[src/common/hazard_macros.svh]
// hazard unit sizing
// register file geometry and the length of a fetch redirect

`ifndef HAZARD_MACROS_SVH
`define HAZARD_MACROS_SVH

// register address width, x0..x31
`define HZ_REG_AW 5

// architectural register count, must equal 2**HZ_REG_AW
`define HZ_REG_NUM 32

// cycles of fetch squash per redirect
// one resolving cycle plus one added by the registered fetch address
`define HZ_REDIRECT_CYCLES 2

`endif

[src/common/hazard_pkg.sv]
// hazard unit shared types
// write-back, control-flow and bypass encodings, plus the packed
// words exchanged between the pipeline stages and the hazard unit

`include "hazard_macros.svh"

package hazard_pkg;

  typedef logic [`HZ_REG_AW-1:0] reg_addr_t;  // architectural register index

  // write-back source of an instruction
  typedef enum logic [1:0] {
    wb_none = 2'd0,  // no register write
    wb_alu  = 2'd1,  // alu result
    wb_pc4  = 2'd2,  // link address of jal/jalr
    wb_dmem = 2'd3   // load data, only ready after MA
  } wb_sel_e;

  // control-flow kind of an instruction
  typedef enum logic [1:0] {
    br_none = 2'd0,  // sequential
    br_jal  = 2'd1,  // target known in ID
    br_jalr = 2'd2,  // target computed in EX
    br_cond = 2'd3   // outcome known in EX
  } br_sel_e;

  // operand source for the instruction in ID
  typedef enum logic [1:0] {
    bp_rf = 2'd0,  // register file read
    bp_ex = 2'd1,  // EX result
    bp_ma = 2'd2,  // MA result
    bp_wb = 2'd3   // WB result
  } bp_sel_e;

  typedef struct packed {
    reg_addr_t rd;      // destination register
    wb_sel_e   sel_wb;  // what gets written, wb_none if nothing
  } stage_wb_t;

  typedef struct packed {
    reg_addr_t rs1;       // always read
    reg_addr_t rs2;
    logic      rs2_used;  // rs2 read by this opcode
  } src_regs_t;

  typedef struct packed {
    logic squash_if;  // kill the instruction in IF
    logic squash_id;  // kill the instruction in ID
    logic squash_ex;  // insert a bubble into EX
    logic en_fetch;   // IF/ID advance
    logic update_pc;  // PC register load
  } hz_ctrl_t;

endpackage

[src/design/operand_bypass.sv]
// operand bypass
// matches one ID source register against the EX, MA and WB writers,
// picks the youngest producer and flags a load that is still in EX

`timescale 1ns/100ps

`include "hazard_macros.svh"

module operand_bypass
  import hazard_pkg::*;
(
  input  reg_addr_t i_addr,     // source register of the ID instruction
  input  logic      i_used,     // operand actually read
  input  stage_wb_t i_wb_ex,    // writer in EX
  input  stage_wb_t i_wb_ma,    // writer in MA
  input  stage_wb_t i_wb_wb,    // writer in WB
  output bp_sel_e   o_bp_sel,   // operand source
  output logic      o_load_use  // load in EX feeds this operand
);

  logic need;    // operand can depend on a producer at all
  logic hit_ex;  // youngest producer
  logic hit_ma;
  logic hit_wb;  // oldest producer still in flight
  logic ex_load; // EX result comes from data memory

  // the address width has to cover the whole register file
  if ((1 << `HZ_REG_AW) != `HZ_REG_NUM) begin : g_aw_check
    $error("register address width does not match the register count");
  end

  // a stage produces this operand when it writes the same register
  function automatic logic writes_to(input stage_wb_t stg, input reg_addr_t addr);
    logic wr;
    wr = (stg.sel_wb != wb_none);  // stage has a destination
    return wr && (stg.rd == addr);
  endfunction

  assign need    = i_used && (i_addr != '0);  // x0 is hardwired, never bypassed
  assign hit_ex  = need && writes_to(i_wb_ex, i_addr);
  assign hit_ma  = need && writes_to(i_wb_ma, i_addr);
  assign hit_wb  = need && writes_to(i_wb_wb, i_addr);
  assign ex_load = (i_wb_ex.sel_wb == wb_dmem);

  // youngest writer wins, older matches hold stale values
  always_comb begin
    o_bp_sel   = bp_rf;
    o_load_use = 1'b0;
    if (hit_ex) begin
      if (ex_load) begin
        o_load_use = 1'b1;   // data not out of memory yet, stall instead
      end else begin
        o_bp_sel   = bp_ex;
      end
    end else if (hit_ma) begin
      o_bp_sel = bp_ma;
    end else if (hit_wb) begin
      o_bp_sel = bp_wb;
    end
  end

  // a load in EX has no value to forward, whatever else matched
  always_comb begin
    a_no_ex_load_bypass: assert final (!(o_bp_sel == bp_ex && ex_load))
      else $error("EX bypass selected while EX reads data memory");
  end

endmodule

[src/design/flow_ctrl.sv]
// pipeline flow control
// resolves EX redirects (jalr, taken branch) and ID jal, holds their
// extra squash cycle, detects load-use stalls and gates PC updates
// priority is EX redirect, then load-use stall, then jal

`timescale 1ns/100ps

`include "hazard_macros.svh"

module flow_ctrl
  import hazard_pkg::*;
(
  input  logic     i_clk,
  input  logic     i_rst,           // sync, active high
  input  logic     i_load_use_rs1,  // rs1 waits on a load in EX
  input  logic     i_load_use_rs2,  // rs2 waits on a load in EX
  input  br_sel_e  i_br_id,         // control-flow kind in ID
  input  br_sel_e  i_br_ex,         // control-flow kind in EX
  input  logic     i_taken_ex,      // branch outcome in EX
  output hz_ctrl_t o_ctrl
);

  // cycles held after the resolving one
  localparam int unsigned REDIR_HOLD = `HZ_REDIRECT_CYCLES - 1;

  logic                  redir_ex_now;  // redirect resolved this cycle
  logic [REDIR_HOLD-1:0] redir_hold_q;  // trailing redirect cycles
  logic                  redir_held;
  logic                  redir_win;     // any EX redirect squash active

  logic                  load_use;      // either operand waits on a load
  logic                  stall;

  logic                  jal_now;       // jal accepted this cycle
  logic [REDIR_HOLD-1:0] jal_hold_q;    // trailing jal cycles
  logic                  jal_held;

  logic                  rst_q;         // first cycle out of reset

  // jalr always leaves, a conditional branch only when taken
  assign redir_ex_now = (i_br_ex == br_jalr) ||
                        ((i_br_ex == br_cond) && i_taken_ex);
  assign redir_held   = |redir_hold_q;
  assign redir_win    = redir_ex_now || redir_held;

  // the ID instruction may be on the wrong path during a redirect
  assign load_use = i_load_use_rs1 || i_load_use_rs2;
  assign stall    = load_use && !redir_win;

  // a stalled jal retries next cycle, a wrong-path one is dropped
  assign jal_now  = (i_br_id == br_jal) && !redir_win && !stall;
  assign jal_held = (|jal_hold_q) && !redir_ex_now;  // EX redirect overrides

  // delay lines for the registered fetch address
  always_ff @(posedge i_clk) begin
    if (i_rst) begin
      redir_hold_q <= '0;
      jal_hold_q   <= '0;
    end else begin
      redir_hold_q[0] <= redir_ex_now;
      jal_hold_q[0]   <= jal_now;
      for (int i = 1; i < REDIR_HOLD; i++) begin
        redir_hold_q[i] <= redir_hold_q[i-1];
        jal_hold_q[i]   <= jal_hold_q[i-1] && !redir_ex_now;  // cancelled by redirect
      end
    end
  end

  // follows reset by one cycle, PC stays put while fetch restarts
  always_ff @(posedge i_clk) begin
    rst_q <= i_rst;
  end

  always_comb begin
    o_ctrl.squash_if = redir_win || jal_now || jal_held;
    o_ctrl.squash_id = redir_win;                    // ID is wrong-path
    o_ctrl.squash_ex = stall;                        // bubble behind the load
    o_ctrl.en_fetch  = !stall;                       // freeze IF/ID
    o_ctrl.update_pc = !stall && !i_rst && !rst_q;
  end

  // a redirect's held cycle must never carry a stall bubble
  a_no_stall_after_redirect: assert property (
    @(posedge i_clk) disable iff (i_rst)
    redir_ex_now |=> !o_ctrl.squash_ex
  ) else $error("stall signalled inside an EX redirect window");

  a_no_stall_with_redirect: assert property (
    @(posedge i_clk) disable iff (i_rst)
    o_ctrl.squash_ex |-> !o_ctrl.squash_id
  ) else $error("stall and EX redirect squash together");

  // fetch freezes only while a bubble goes into EX
  a_fetch_vs_bubble: assert property (
    @(posedge i_clk) disable iff (i_rst)
    o_ctrl.en_fetch != o_ctrl.squash_ex
  ) else $error("en_fetch and squash_ex out of step");

endmodule

[src/design/hazard_unit.sv]
// hazard unit top
// two operand bypass checkers for the ID sources feeding one flow
// controller that owns squash, stall and PC-update control

`timescale 1ns/100ps

module hazard_unit
  import hazard_pkg::*;
(
  input  logic      i_clk,
  input  logic      i_rst,       // sync, active high
  input  src_regs_t i_src_id,    // sources of the ID instruction
  input  stage_wb_t i_wb_ex,     // destination in EX
  input  stage_wb_t i_wb_ma,     // destination in MA
  input  stage_wb_t i_wb_wb,     // destination in WB
  input  br_sel_e   i_br_id,     // jal resolves here
  input  br_sel_e   i_br_ex,     // jalr and branches resolve here
  input  logic      i_taken_ex,  // branch outcome in EX
  output bp_sel_e   o_bp_rs1,    // rs1 operand source
  output bp_sel_e   o_bp_rs2,    // rs2 operand source
  output hz_ctrl_t  o_ctrl       // squash, enable and PC control
);

  logic load_use_rs1;  // rs1 depends on a load still in EX
  logic load_use_rs2;  // rs2 depends on a load still in EX

  // rs1 is read by every format that has it
  operand_bypass u_bypass_rs1 (
    .i_addr     (i_src_id.rs1),
    .i_used     (1'b1),
    .i_wb_ex    (i_wb_ex),
    .i_wb_ma    (i_wb_ma),
    .i_wb_wb    (i_wb_wb),
    .o_bp_sel   (o_bp_rs1),
    .o_load_use (load_use_rs1)
  );

  // rs2 only for R, S and B formats
  operand_bypass u_bypass_rs2 (
    .i_addr     (i_src_id.rs2),
    .i_used     (i_src_id.rs2_used),
    .i_wb_ex    (i_wb_ex),
    .i_wb_ma    (i_wb_ma),
    .i_wb_wb    (i_wb_wb),
    .o_bp_sel   (o_bp_rs2),
    .o_load_use (load_use_rs2)
  );

  flow_ctrl u_flow_ctrl (
    .i_clk          (i_clk),
    .i_rst          (i_rst),
    .i_load_use_rs1 (load_use_rs1),
    .i_load_use_rs2 (load_use_rs2),
    .i_br_id        (i_br_id),
    .i_br_ex        (i_br_ex),
    .i_taken_ex     (i_taken_ex),
    .o_ctrl         (o_ctrl)
  );

endmodule

[config.mk]
export PLATFORM = sky130hd
export DESIGN_NAME = hazard_unit
export DESIGN_NICKNAME = d
export VERILOG_FILES = /design/src/common/hazard_pkg.sv /design/src/design/operand_bypass.sv /design/src/design/flow_ctrl.sv /design/src/design/hazard_unit.sv
export VERILOG_INCLUDE_DIRS = /design/src /design/src/common
export SDC_FILE = /design/constraint.sdc
export NUM_CORES = 1
export LEC_CHECK = 0
export BUFFER_PORTS_ARGS = -buffer_cell sky130_fd_sc_hd__buf_2
export CAP_MARGIN = 20
export CORE_MARGIN = 4
export CORE_UTILIZATION = 40
export CTS_BUF_LIST = sky130_fd_sc_hd__clkbuf_8
export CTS_CLUSTER_DIAMETER = 40
export DETAILED_ROUTE_END_ITERATION = 8
export PLACE_DENSITY = 0.88
export SETUP_SLACK_MARGIN = 0.2
export SLEW_MARGIN = 0
export SYNTH_ARGS = -nofsm -noshare
export SYNTH_HDL_FRONTEND = slang
export SYNTH_SLANG_ARGS = --single-unit
export TNS_END_PERCENT = 50
[constraint.sdc]
create_clock -name i_clk -period 2.6 [get_ports i_clk]
set_input_delay 0.52 -clock i_clk [delete_from_list [all_inputs] [get_ports i_clk]]
set_output_delay 0.52 -clock i_clk [all_outputs]
set_load 0.02 [all_outputs]
==> impl_metrics.csv, run 1 <==
group,metric,value,unit
outcome,status,"completed",
die,rows,13,
global_route,grt_max_degree,6,
worst_setup_path,r2r_cells,3,
timing,clock.fmax,401.4,MHz
hold_path,hold_class,"in2reg",
cts,cts_tree,"yes",
placed_design,gp_routability_congestion,0.8563,
cts,cts_sinks,3,
hold_path,hold_path_depth,1,
timing,worstMarginPinSlew,0.3767,ns
cts,cts.htree.levels,1,
worst_setup_path,endpoint_kind,"output pin",
power_and_ir_drop,p_sw_frac,0.3311,
yosys,synth_fp_nets,116,
yosys,yosysSeqAreaShare,0.09836,
placed_design,portBuffers,47,
global_route,antenna_found_initial,0,
power_and_ir_drop,intPower,0.0002339,W
worst_setup_path,max_stage_delay,0.50,ns
yosys,ys_ff_latch,3,
drt,dr.pass1.iters,5,
drt,final_antenna_net_count,0,
yosys,netlist_area,610.6,um2
power_and_ir_drop,p_comb_frac,0.467,
worst_setup_path,r2r-start,"u_flow_ctrl.redir_held",
global_route,grt_use_met3,0.04215,
worst_setup_path,path_class,"in2out",
timing,max_slew_margin,0.7484,
worst_setup_path,worst_ep_arrival_time,1.97,ns
worst_setup_path,required,2.08,ns
power_and_ir_drop,p_per_area,318.7,mW/mm2
layout,drive_gt1_frac,0.5581,
cts,cts_root_buf,"clkbuf_8",
layout,nets,169,
global_route,grt_pass1_wl,3.312,mm
worst_setup_path,crit_slowest_cell,"or4_4",
drt,route.detailed.drc,0,
placed_design,dp_cells,137,
drt,drtIter0Drc,19,
yosys,synth.most_common_cell,"xor2_1",
drt,vias,829,
yosys,synth_compound_area_frac,0.1619,
layout,stdcell_count,144,
global_route,grt_overflow,0,
power_and_ir_drop,clkPwrFrac,0.392,
layout,fin_util,0.8031,
die,core,0.001366,mm2
cts,cts-buffers-inserted,3,
yosys,syn_avg_cell_area,7.930,um2
yosys,yosys.area.top_type,"xor2_1",
power_and_ir_drop,p_seq_frac,0.141,
die,io_pins,48,
power_and_ir_drop,p_switching,0.0001158,W
timing,holdWs,0.4556,ns
yosys,synth_xor_area_frac,0.3730,
global_route,use_met1,0.2091,
die,fp.dieW,47.07,um
timing,fin_skew,0.004040,ns
hold_path,holdPathEnd,"u_flow_ctrl.rst_q",
drt,wire_per_inst,17.49,um
worst_setup_path,reg2reg_slack,1.63,ns
global_route,track_usage,0.2169,
yosys,synth.top_cell.area_share,0.2008,
power_and_ir_drop,power.total,0.0003497,W
yosys,synth_fa_ha_area_frac,0,
yosys,ys_warn_count,0,
yosys,synth.distinct_cells,29,
yosys,ys_top_cells_by_area,"xor2_1 (20%), xnor2_1 (17%), dfxtp_1 (9.8%)",
cts,clock_latency,0.22,ns
yosys,synthTopCellsByCount,"xor2_1 (14), xnor2_1 (12), nor2_1 (5), inv_1 (4), o21ai_0 (4)",
die,die_area,0.002216,mm2
worst_setup_path,cp_max_fo,4,
hold_path,worstHoldStart,"i_rst",
worst_setup_path,crit_path_cell_trace,"buf_2 > inv_1 > a221o_1 > or4_4 > nand3_1 > o21ai_0 > buf_2",
worst_setup_path,start_kind,"input port",
worst_setup_path,critPathMostFrequentCell,"buf_2",
timing,setup_viol,0,
global_route,top_usage_layer,"met2",
yosys,yosys.area_share.simple,0.3176,
drt,wl,2.518,mm
cts,cts.path.max_buffers,2,
layout,area_growth,79.71,%
die,die_h,47.07,um
yosys,synth_flop_cell,"dfxtp_1",
timing,period_share,0.9581,
timing,drv_slew,0,
global_route,use_met2,0.3957,
yosys,synth_mux_area_frac,0,
timing,rsz0062_at_grt,"true",
layout,diodes,0,
power_and_ir_drop,max-vdd-ir-drop,0.0002698,V
timing,fin_crit,2.491,ns
timing,hold_viol_final,0,
power_and_ir_drop,p_leak,0.5165,nW
yosys,synth_edf_count,0,
placed_design,dpl.hpwl,1.660,mm
cts,clk_pin_slew,0.03,ns
yosys,syn_inst,77,
die,initial_core_util,0.4469,
global_route,grt_pass1_vias,804,
layout,fillers,84,
yosys,async_flop_share,0,
flow_run,cap_violations,0,
drt,viasPerCell,5.757,
worst_setup_path,r2r_end,"u_flow_ctrl.jal_hold_q",
yosys,synth_top_family_by_area,"XOR/XNOR gates",
metrics by stage:
step	cell area, um2	setup WS (ns)	setup TNS, ns
6_report	1097	0.1089	0
5_1_grt	1097	0.01707	0
4_1_cts	1008	0.1016	0
3_5_place_dp	854.6	-0.006571	-0.006571
3_3_place_gp	854.6	0.05031	0
2_1_floorplan	615.6	0.1759	0
sequential cells by signal, summed over array words and instances, names as in the netlist:
name	cells
u_flow_ctrl.jal_hold_q	1
u_flow_ctrl.redir_held	1
u_flow_ctrl.rst_q	1
layer usage:
layer,vias to the layer above,wire length [um]
met5,-,0
met4,0,103
met3,12,198
met2,54,1290
met1,384,926
li1,379,-
power by group through the flow:
stage / clock (W) / combinational, W / sequential (W)
floorplan: 0 / 0.0000670 / 0.0000497
global placement: 0 / 0.000122 / 0.0000497
detailed placement: 0 / 0.000125 / 0.0000497
CTS: 0.000137 / 0.000141 / 0.0000491
global route: 0.000141 / 0.000173 / 0.0000493
finish: 0.000137 / 0.000163 / 0.0000491
final cells by class:
type	count	area, um2	share of cell area
multi-input combinational	68	610.6	0.5564
timing repair buffer	50	347.8	0.3170
sequential	3	60.06	0.05473
clock buffer	3	41.29	0.03763
tap	15	18.77	0.01710
inverter	4	15.01	0.01368
clock inverter	1	3.754	0.003421
layout by cell type, fill, tap and decap left out, drive strengths merged:
cell type and instances:
buf 50, xor2 14, xnor2 12, or4 5, inv 5, nor2 5, o21ai 5, clkbuf 3
dfxtp 3, and2 3, nand4 2, nor4 2, or2 2, nand4b 2, nand3b 2, o221ai 2
nand2 2, a21boi 2, a221oi 1, nor4bb 1, a221o 1, nand3 1, nand2b 1, nor2b 1
a211oi 1, nor3 1
worst max-delay path, delay by kind of cell:
kind | cells | cell delay [ns]
and+or+nand+nor | 2 | 0.60
buffers and inverters | 3 | 0.39
AOI/OAI and AO/OA | 2 | 0.46
worst max path at each step:
stage               depth (start not counted)        start           to
floorplan                                   5  i_src_id[1]    o_ctrl[4]
global placement                            7  i_src_id[5]    o_ctrl[2]
detailed placement                          7  i_src_id[5]    o_ctrl[2]
CTS                                         7   i_wb_ex[6]    o_ctrl[2]
global route                                7  i_src_id[6]  o_bp_rs1[0]
finish                                      7  i_src_id[6]  o_bp_rs1[0]
kinds of logic after synthesis:
| kind of cell | count (synthesis) |
|---|---|
| XOR/XNOR | 26 |
| AND/OR/NAND/NOR | 30 |
| buffers and inverters | 6 |
| flip-flops | 3 |
| AO/OA/AOI/OAI | 12 |
timing repair:
item	in CTS	in global routing
hold buffers	0	0
hold endpoints to repair	0	0
gates resized for setup	25	20
setup endpoints to repair	8	8
gates cloned	0	0
buffers inserted	2	1
pin swaps	8	8
(Power assumes the default switching activity.)
==> run 2, diff against run 1 <==
--- a/config.mk
+++ b/config.mk
@@ -7,13 +7,13 @@
 export NUM_CORES = 1
 export LEC_CHECK = 0
 export BUFFER_PORTS_ARGS = -buffer_cell sky130_fd_sc_hd__buf_2
-export CAP_MARGIN = 20
-export CORE_MARGIN = 4
+export CORE_MARGIN = 1.5
 export CORE_UTILIZATION = 40
 export CTS_BUF_LIST = sky130_fd_sc_hd__clkbuf_8
 export CTS_CLUSTER_DIAMETER = 40
 export DETAILED_ROUTE_END_ITERATION = 8
 export PLACE_DENSITY = 0.88
+export RECOVER_POWER = 50
 export SETUP_SLACK_MARGIN = 0.2
 export SLEW_MARGIN = 0
 export SYNTH_ARGS = -nofsm -noshare
==> impl_metrics.csv, run 2 (synthesis results as in run 1) <==
group,metric,value,unit
outcome,status,"completed",
drt,viasPerCell,5.643,
layout,mostFrequentLayoutCells,"buf_2 (29), xor2_1 (14), buf_6 (9)",
worst_setup_path,crit_end,"o_bp_rs2[1]",
worst_setup_path,path_class,"in2out",
power_and_ir_drop,p_per_area,326.9,mW/mm2
power_and_ir_drop,p_switching,0.0001163,W
worst_setup_path,crit_slowest_cell,"or4_4",
drt,route.detailed.drc,0,
cts,cts.path.max_buffers,2,
power_and_ir_drop,p_sw_frac,0.3328,
worst_setup_path,endpoint_kind,"output pin",
drt,vias,807,
timing,setup_tns,0,ns
layout,seq_area,60.06,um2
worst_setup_path,critPathMostFrequentCell,"or4_4",
power_and_ir_drop,p_comb_frac,0.468,
placed_design,gp_routability_congestion,0.9415,
worst_setup_path,cp-startpoint,"i_src_id[3]",
drt,drtIter0Drc,13,
timing,setup_viol,0,
global_route,grt_pass1_wl,3.105,mm
worst_setup_path,max_stage_delay,0.56,ns
cts,clk_pin_slew,0.03,ns
cts,cts_tree,"yes",
drt,final_antenna_net_count,0,
layout,layout_commonest_cell,"buf_2",
hold_path,hold_class,"in2reg",
worst_setup_path,path_buf_inv,2,
die,core,0.001366,mm2
layout,drive_gt1_frac,0.5391,
placed_design,dpl.hpwl,1.602,mm
cts,cts-buffers-inserted,3,
cts,clock_latency,0.22,ns
global_route,antenna_found_initial,0,
global_route,grt_max_degree,6,
timing,clock.fmax,405.5,MHz
cts,cts.htree.levels,1,
worst_setup_path,worst_ep_arrival_time,1.95,ns
worst_setup_path,r2r_end,"u_flow_ctrl.jal_hold_q",
layout,fillers,95,
drt,wl,2.414,mm
drt,wire_per_inst,16.88,um
timing,worstMarginPinSlew,0.4518,ns
die,die_area,0.001770,mm2
worst_setup_path,r2r-start,"u_flow_ctrl.redir_held",
flow_run,cap_violations,0,
die,die_h,42.07,um
worst_setup_path,crit_family,"simple AND/OR/NAND/NOR gates",
timing,fin_crit,2.466,ns
die,initial_core_util,0.4469,
power_and_ir_drop,clkPwrFrac,0.391,
layout,area_growth,75.00,%
die,fp.dieW,42.07,um
layout,multi_input_area,604.3,um2
worst_setup_path,start_kind,"input port",
power_and_ir_drop,intPower,0.0002330,W
worst_setup_path,crit_path_cell_trace,"buf_6 > or4_4 > o21ai_4 > or4_4 > a21boi_0 > clkbuf_1",
timing,hold_viol_final,0,
timing,holdWs,0.4949,ns
layout,final_area,0.001069,mm2
placed_design,postPlaceCellArea,854.6,um2
cts,cts_root_buf,"clkbuf_8",
layout,nets,168,
timing,max_slew_margin,0.6960,
placed_design,dp_cells,137,
worst_setup_path,reg2reg_slack,1.67,ns
worst_setup_path,required,2.08,ns
worst_setup_path,worst-path-stages,6,
timing,drv_slew,0,
power_and_ir_drop,max-vdd-ir-drop,0.0002503,V
timing,rsz0062_at_grt,"true",
timing,period_share,0.9485,
timing,fin_skew,0.002866,ns
power_and_ir_drop,p_leak,0.4959,nW
layout,diodes,0,
drt,dr.pass1.iters,4,
worst_setup_path,cp_max_fo,4,
global_route,track_usage,0.2310,
layout,stdcell_count,143,
worst_setup_path,r2r_cells,3,
power_and_ir_drop,p_seq_frac,0.141,
die,io_pins,48,
global_route,grt_overflow,0,
placed_design,portBuffers,47,
cts,cts_sinks,3,
global_route,grt_pass1_vias,782,
die,rows,13,
## run 2: stage by stage
stage	util	total power [W]	setup WS, ns
after floorplan	-	0.0001167	0.1759
after global placement	0.6255	0.0001708	0.08086
after detailed placement	0.6255	0.0001756	0.04159
after CTS	0.6969	0.0003224	0.1523
after global routing	0.7821	0.0003613	0.07109
final	0.7821	0.0003493	0.1339
## run 2: timing repair
| item | CTS | global route |
|---|---|---|
| resized for setup | 11 | 33 |
| setup buffers | 2 | 0 |
| pin swaps | 5 | 5 |
| hold endpoints to repair | 0 | 0 |
| endpoints found under the setup margin | 8 | 8 |
| hold buffers | 0 | 0 |
## run 2: worst min-delay path by stage
stage / start / to / slack, ns / depth (start not counted)
5_1_grt: i_rst / u_flow_ctrl.rst_q / 0.52 / 1
6_report: i_rst / u_flow_ctrl.rst_q / 0.49 / 1
3_3_place_gp: u_flow_ctrl.redir_held / u_flow_ctrl.jal_hold_q / 0.57 / 3
2_1_floorplan: u_flow_ctrl.redir_held / u_flow_ctrl.jal_hold_q / 0.54 / 3
3_5_place_dp: u_flow_ctrl.redir_held / u_flow_ctrl.jal_hold_q / 0.57 / 3
4_1_cts: i_rst / u_flow_ctrl.rst_q / 0.46 / 1
## run 2: power by group through the flow
| stage | Sequential [W] | Clock, W | Combinational (W) |
|---|---|---|---|
| global placement | 0.0000497 | 0 | 0.000121 |
| floorplan | 0.0000497 | 0 | 0.0000670 |
| detailed placement | 0.0000498 | 0 | 0.000126 |
| global route | 0.0000493 | 0.000139 | 0.000173 |
| finish | 0.0000492 | 0.000137 | 0.000164 |
| CTS | 0.0000492 | 0.000139 | 0.000135 |
## run 2: final cells by class
class	instances	share of cell area
Inverter	4	0.01405
Sequential cell	3	0.05621
Clock inverter	1	0.003513
Timing Repair Buffer	49	0.3045
Clock buffer	3	0.03864
Tap cell	15	0.01756
Multi-Input combinational cell	68	0.5656
## run 2: routing by layer
| metal | wire length (um) | up-vias | GRT usage |
|---|---|---|---|
| met5 | 0 | - | 0 |
| met4 | 107 | 0 | 0.2063 |
| met3 | 131 | 12 | 0.03448 |
| met2 | 1275 | 53 | 0.4188 |
| met1 | 899 | 361 | 0.2219 |
| li1 | - | 381 | - |
==> run 3, diff against run 2 <==
--- a/config.mk
+++ b/config.mk
@@ -8,7 +8,7 @@
 export LEC_CHECK = 0
 export BUFFER_PORTS_ARGS = -buffer_cell sky130_fd_sc_hd__buf_2
 export CORE_MARGIN = 1.5
-export CORE_UTILIZATION = 40
+export CORE_UTILIZATION = 41
 export CTS_BUF_LIST = sky130_fd_sc_hd__clkbuf_8
 export CTS_CLUSTER_DIAMETER = 40
 export DETAILED_ROUTE_END_ITERATION = 8
@@ -18,5 +18,6 @@
 export SLEW_MARGIN = 0
 export SYNTH_ARGS = -nofsm -noshare
 export SYNTH_HDL_FRONTEND = slang
+export SYNTH_HIERARCHICAL = 1
 export SYNTH_SLANG_ARGS = --single-unit
 export TNS_END_PERCENT = 50
==> impl_metrics.csv, run 3 <==
group,metric,value,unit
outcome,status,"finished with violations",
outcome,violations,"negative setup slack",
drt,wl,2.755,mm
placed_design,dpl.hpwl,1.816,mm
yosys,synth_fp_nets,122,
timing,rsz0062_at_grt,"true",
die,io_pins,48,
die,rows,14,
die,fp.dieW,42.91,um
cts,cts_sinks,3,
yosys,yosys.area.top_type,"xor2_1",
yosys,ys_ff_latch,3,
cts,cts.path.max_buffers,2,
cts,cts_root_buf,"clkbuf_8",
layout,nets,190,
drt,drtIter0Drc,31,
placed_design,dp_cells,157,
timing,setup_viol,2,
power_and_ir_drop,p_comb_frac,0.500,
die,die_h,42.91,um
worst_setup_path,start_kind,"input port",
die,initial_core_util,0.4336,
worst_setup_path,endpoint_kind,"output pin",
yosys,async_flop_share,0,
hold_path,hold_class,"in2reg",
cts,cts_tree,"yes",
placed_design,portBuffers,47,
yosys,synth_edf_count,0,
power_and_ir_drop,clkPwrFrac,0.371,
worst_setup_path,path_class,"in2out",
die,core,0.001506,mm2
placed_design,gp_routability_congestion,0.8435,
worst_setup_path,worst_ep_arrival_time,2.10,ns
layout,layout_commonest_cell,"buf_2",
power_and_ir_drop,intPower,0.0002434,W
yosys,syn_avg_cell_area,7.869,um2
yosys,netlist_area,653.1,um2
global_route,grt_pass1_wl,4.002,mm
power_and_ir_drop,max-vdd-ir-drop,0.0002208,V
drt,wire_per_inst,16.60,um
timing,clock.fmax,381.2,MHz
power_and_ir_drop,p_sw_frac,0.3671,
yosys,synth.most_common_cell,"xor2_1",
worst_setup_path,required,2.08,ns
timing,fin_crit,2.623,ns
global_route,antenna_found_initial,0,
yosys,synthTopCellsByCount,"xor2_1 (24), nor2_1 (8), xnor2_1 (6), nand2_1 (5), nor4_1 (4)",
drt,vias,932,
yosys,syn_inst,83,
worst_setup_path,cp_max_fo,4,
yosys,ys_warn_count,6,
drt,route.detailed.drc,0,
yosys,synth.top_cell.area_share,0.3218,
timing,period_share,1.009,
flow_run,cap_violations,0,
yosys,synth_flop_cell,"dfxtp_1",
yosys,yosysSeqAreaShare,0.09195,
power_and_ir_drop,p_seq_frac,0.129,
power_and_ir_drop,p_switching,0.0001412,W
global_route,grt_max_degree,5,
cts,clk_pin_slew,0.04,ns
drt,viasPerCell,5.614,
global_route,track_usage,0.2877,
cts,clock_latency,0.22,ns
layout,drive_gt1_frac,0.5800,
cts,cts.htree.levels,1,
yosys,synth.distinct_cells,25,
power_and_ir_drop,p_leak,0.5676,nW
yosys,ys_top_cells_by_area,"xor2_1 (32%), dfxtp_1 (9.2%), xnor2_1 (8.0%)",
layout,diodes,0,
cts,cts-buffers-inserted,3,
timing,drv_slew,0,
timing,worst_slack,-0.02317,ns
power_and_ir_drop,p_per_area,308.9,mW/mm2
timing,fin_skew,0.003359,ns
layout,fillers,81,
cts,cts_hold_buf,0,
timing,holdWs,0.4935,ns
layout,area_growth,90.61,%
layout,mostFrequentLayoutCells,"buf_2 (37), xor2_1 (21), buf_4 (19)",
drt,dr.pass1.iters,4,
global_route,grt_pass1_vias,975,
global_route,grt_overflow,0,
timing,hold_viol_final,0,
layout,stdcell_count,166,
drt,final_antenna_net_count,0,
die,die_area,0.001841,mm2
-- run 3: cell types whose count changed in the layout (fill, tap and decap cells not counted), sizes merged, moves of 3 or more --
cell / change
xnor2: -6
nor2: +3
xor2: +10
or4: -3
o21ai: -3
nor4: +4
nand2: +3
buf: +17
inv: -3
-- run 3: cell families after synthesis --
| family | after synthesis | share of synthesized area |
|---|---|---|
| AO/OA/AOI/OAI | 12 | 0.1456 |
| XOR/XNOR | 30 | 0.4023 |
| buffers and inverters | 3 | 0.02872 |
| flip-flops | 3 | 0.09196 |
| other | 1 | 0.005742 |
| AND/OR/NAND/NOR | 34 | 0.3257 |
-- run 3: worst paths after layout --
path	to	cells after the start	from	slack [ns]
worst max register to register	u_flow_ctrl/jal_hold_q	2	u_flow_ctrl/redir_held	1.80
worst max-delay path	o_ctrl[0]	9	i_src_id[7]	-0.02
worst min-delay path	u_flow_ctrl/rst_q	1	i_rst	0.49
worst min register to register	u_flow_ctrl/jal_hold_q	2	u_flow_ctrl/redir_held	0.62
-- run 3: repair_timing --
| item | 4_1_cts | 5_1_grt |
|---|---|---|
| resized for setup | 18 | 17 |
| buffers inserted | 3 | 2 |
| cloned | 0 | 0 |
| endpoints found under the setup margin | 7 | 8 |
| pin swaps | 13 | 20 |
-- run 3: power groups by stage --
stage / Clock [W] / Combinational (W) / Sequential [W]
after global routing: 0.000148 / 0.000203 / 0.0000497
after detailed placement: 0 / 0.000149 / 0.0000500
after global placement: 0 / 0.000142 / 0.0000498
after floorplan: 0 / 0.0000702 / 0.0000497
final: 0.000143 / 0.000192 / 0.0000496
after CTS: 0.000140 / 0.000167 / 0.0000495
-- run 3: layout make-up --
| type | count | area (um2) | area share |
|---|---|---|---|
| tap | 16 | 20.02 | 0.01608 |
| clock buffer | 3 | 41.29 | 0.03317 |
| sequential | 3 | 60.06 | 0.04824 |
| inverter | 1 | 3.754 | 0.003015 |
| timing repair buffer | 65 | 426.7 | 0.3427 |
| multi-input combinational | 77 | 689.4 | 0.5538 |
| clock inverter | 1 | 3.754 | 0.003015 |
-- run 3: layer usage --
metal / routed length [um] / vias up / GRT usage
met5: 0 / - / 0
met2: 1564 / 49 / 0.5545
met3: 159 / 6 / 0.06809
met1: 986 / 449 / 0.2679
met4: 45 / 0 / 0.1625
li1: - / 428 / -
-- run 3: per-stage QoR --
step | total power (W) | setup slack (ns) | area (um2) | setup TNS (ns) | util
after floorplan | 0.0001199 | 0.1636 | 653.1 | 0 | -
after global placement | 0.0001920 | -0.02527 | 991.0 | -0.04844 | 0.6578
after detailed placement | 0.0001990 | -0.1017 | 991.0 | -0.2884 | 0.6578
after CTS | 0.0003566 | 0.1188 | 1140 | 0 | 0.7566
after global routing | 0.0004008 | -0.1121 | 1245 | -0.2930 | 0.8264
final | 0.0003845 | -0.02317 | 1245 | -0.02579 | 0.8264
-- run 3: critical path, cell delays in order --
cell	delay, ns
buf_12	0.11
xor2_4	0.18
nor4_4	0.35
nand2_2	0.11
nor3_4	0.22
nor2_1	0.09
a211oi_2	0.29
nor3_2	0.08
buf_4	0.16
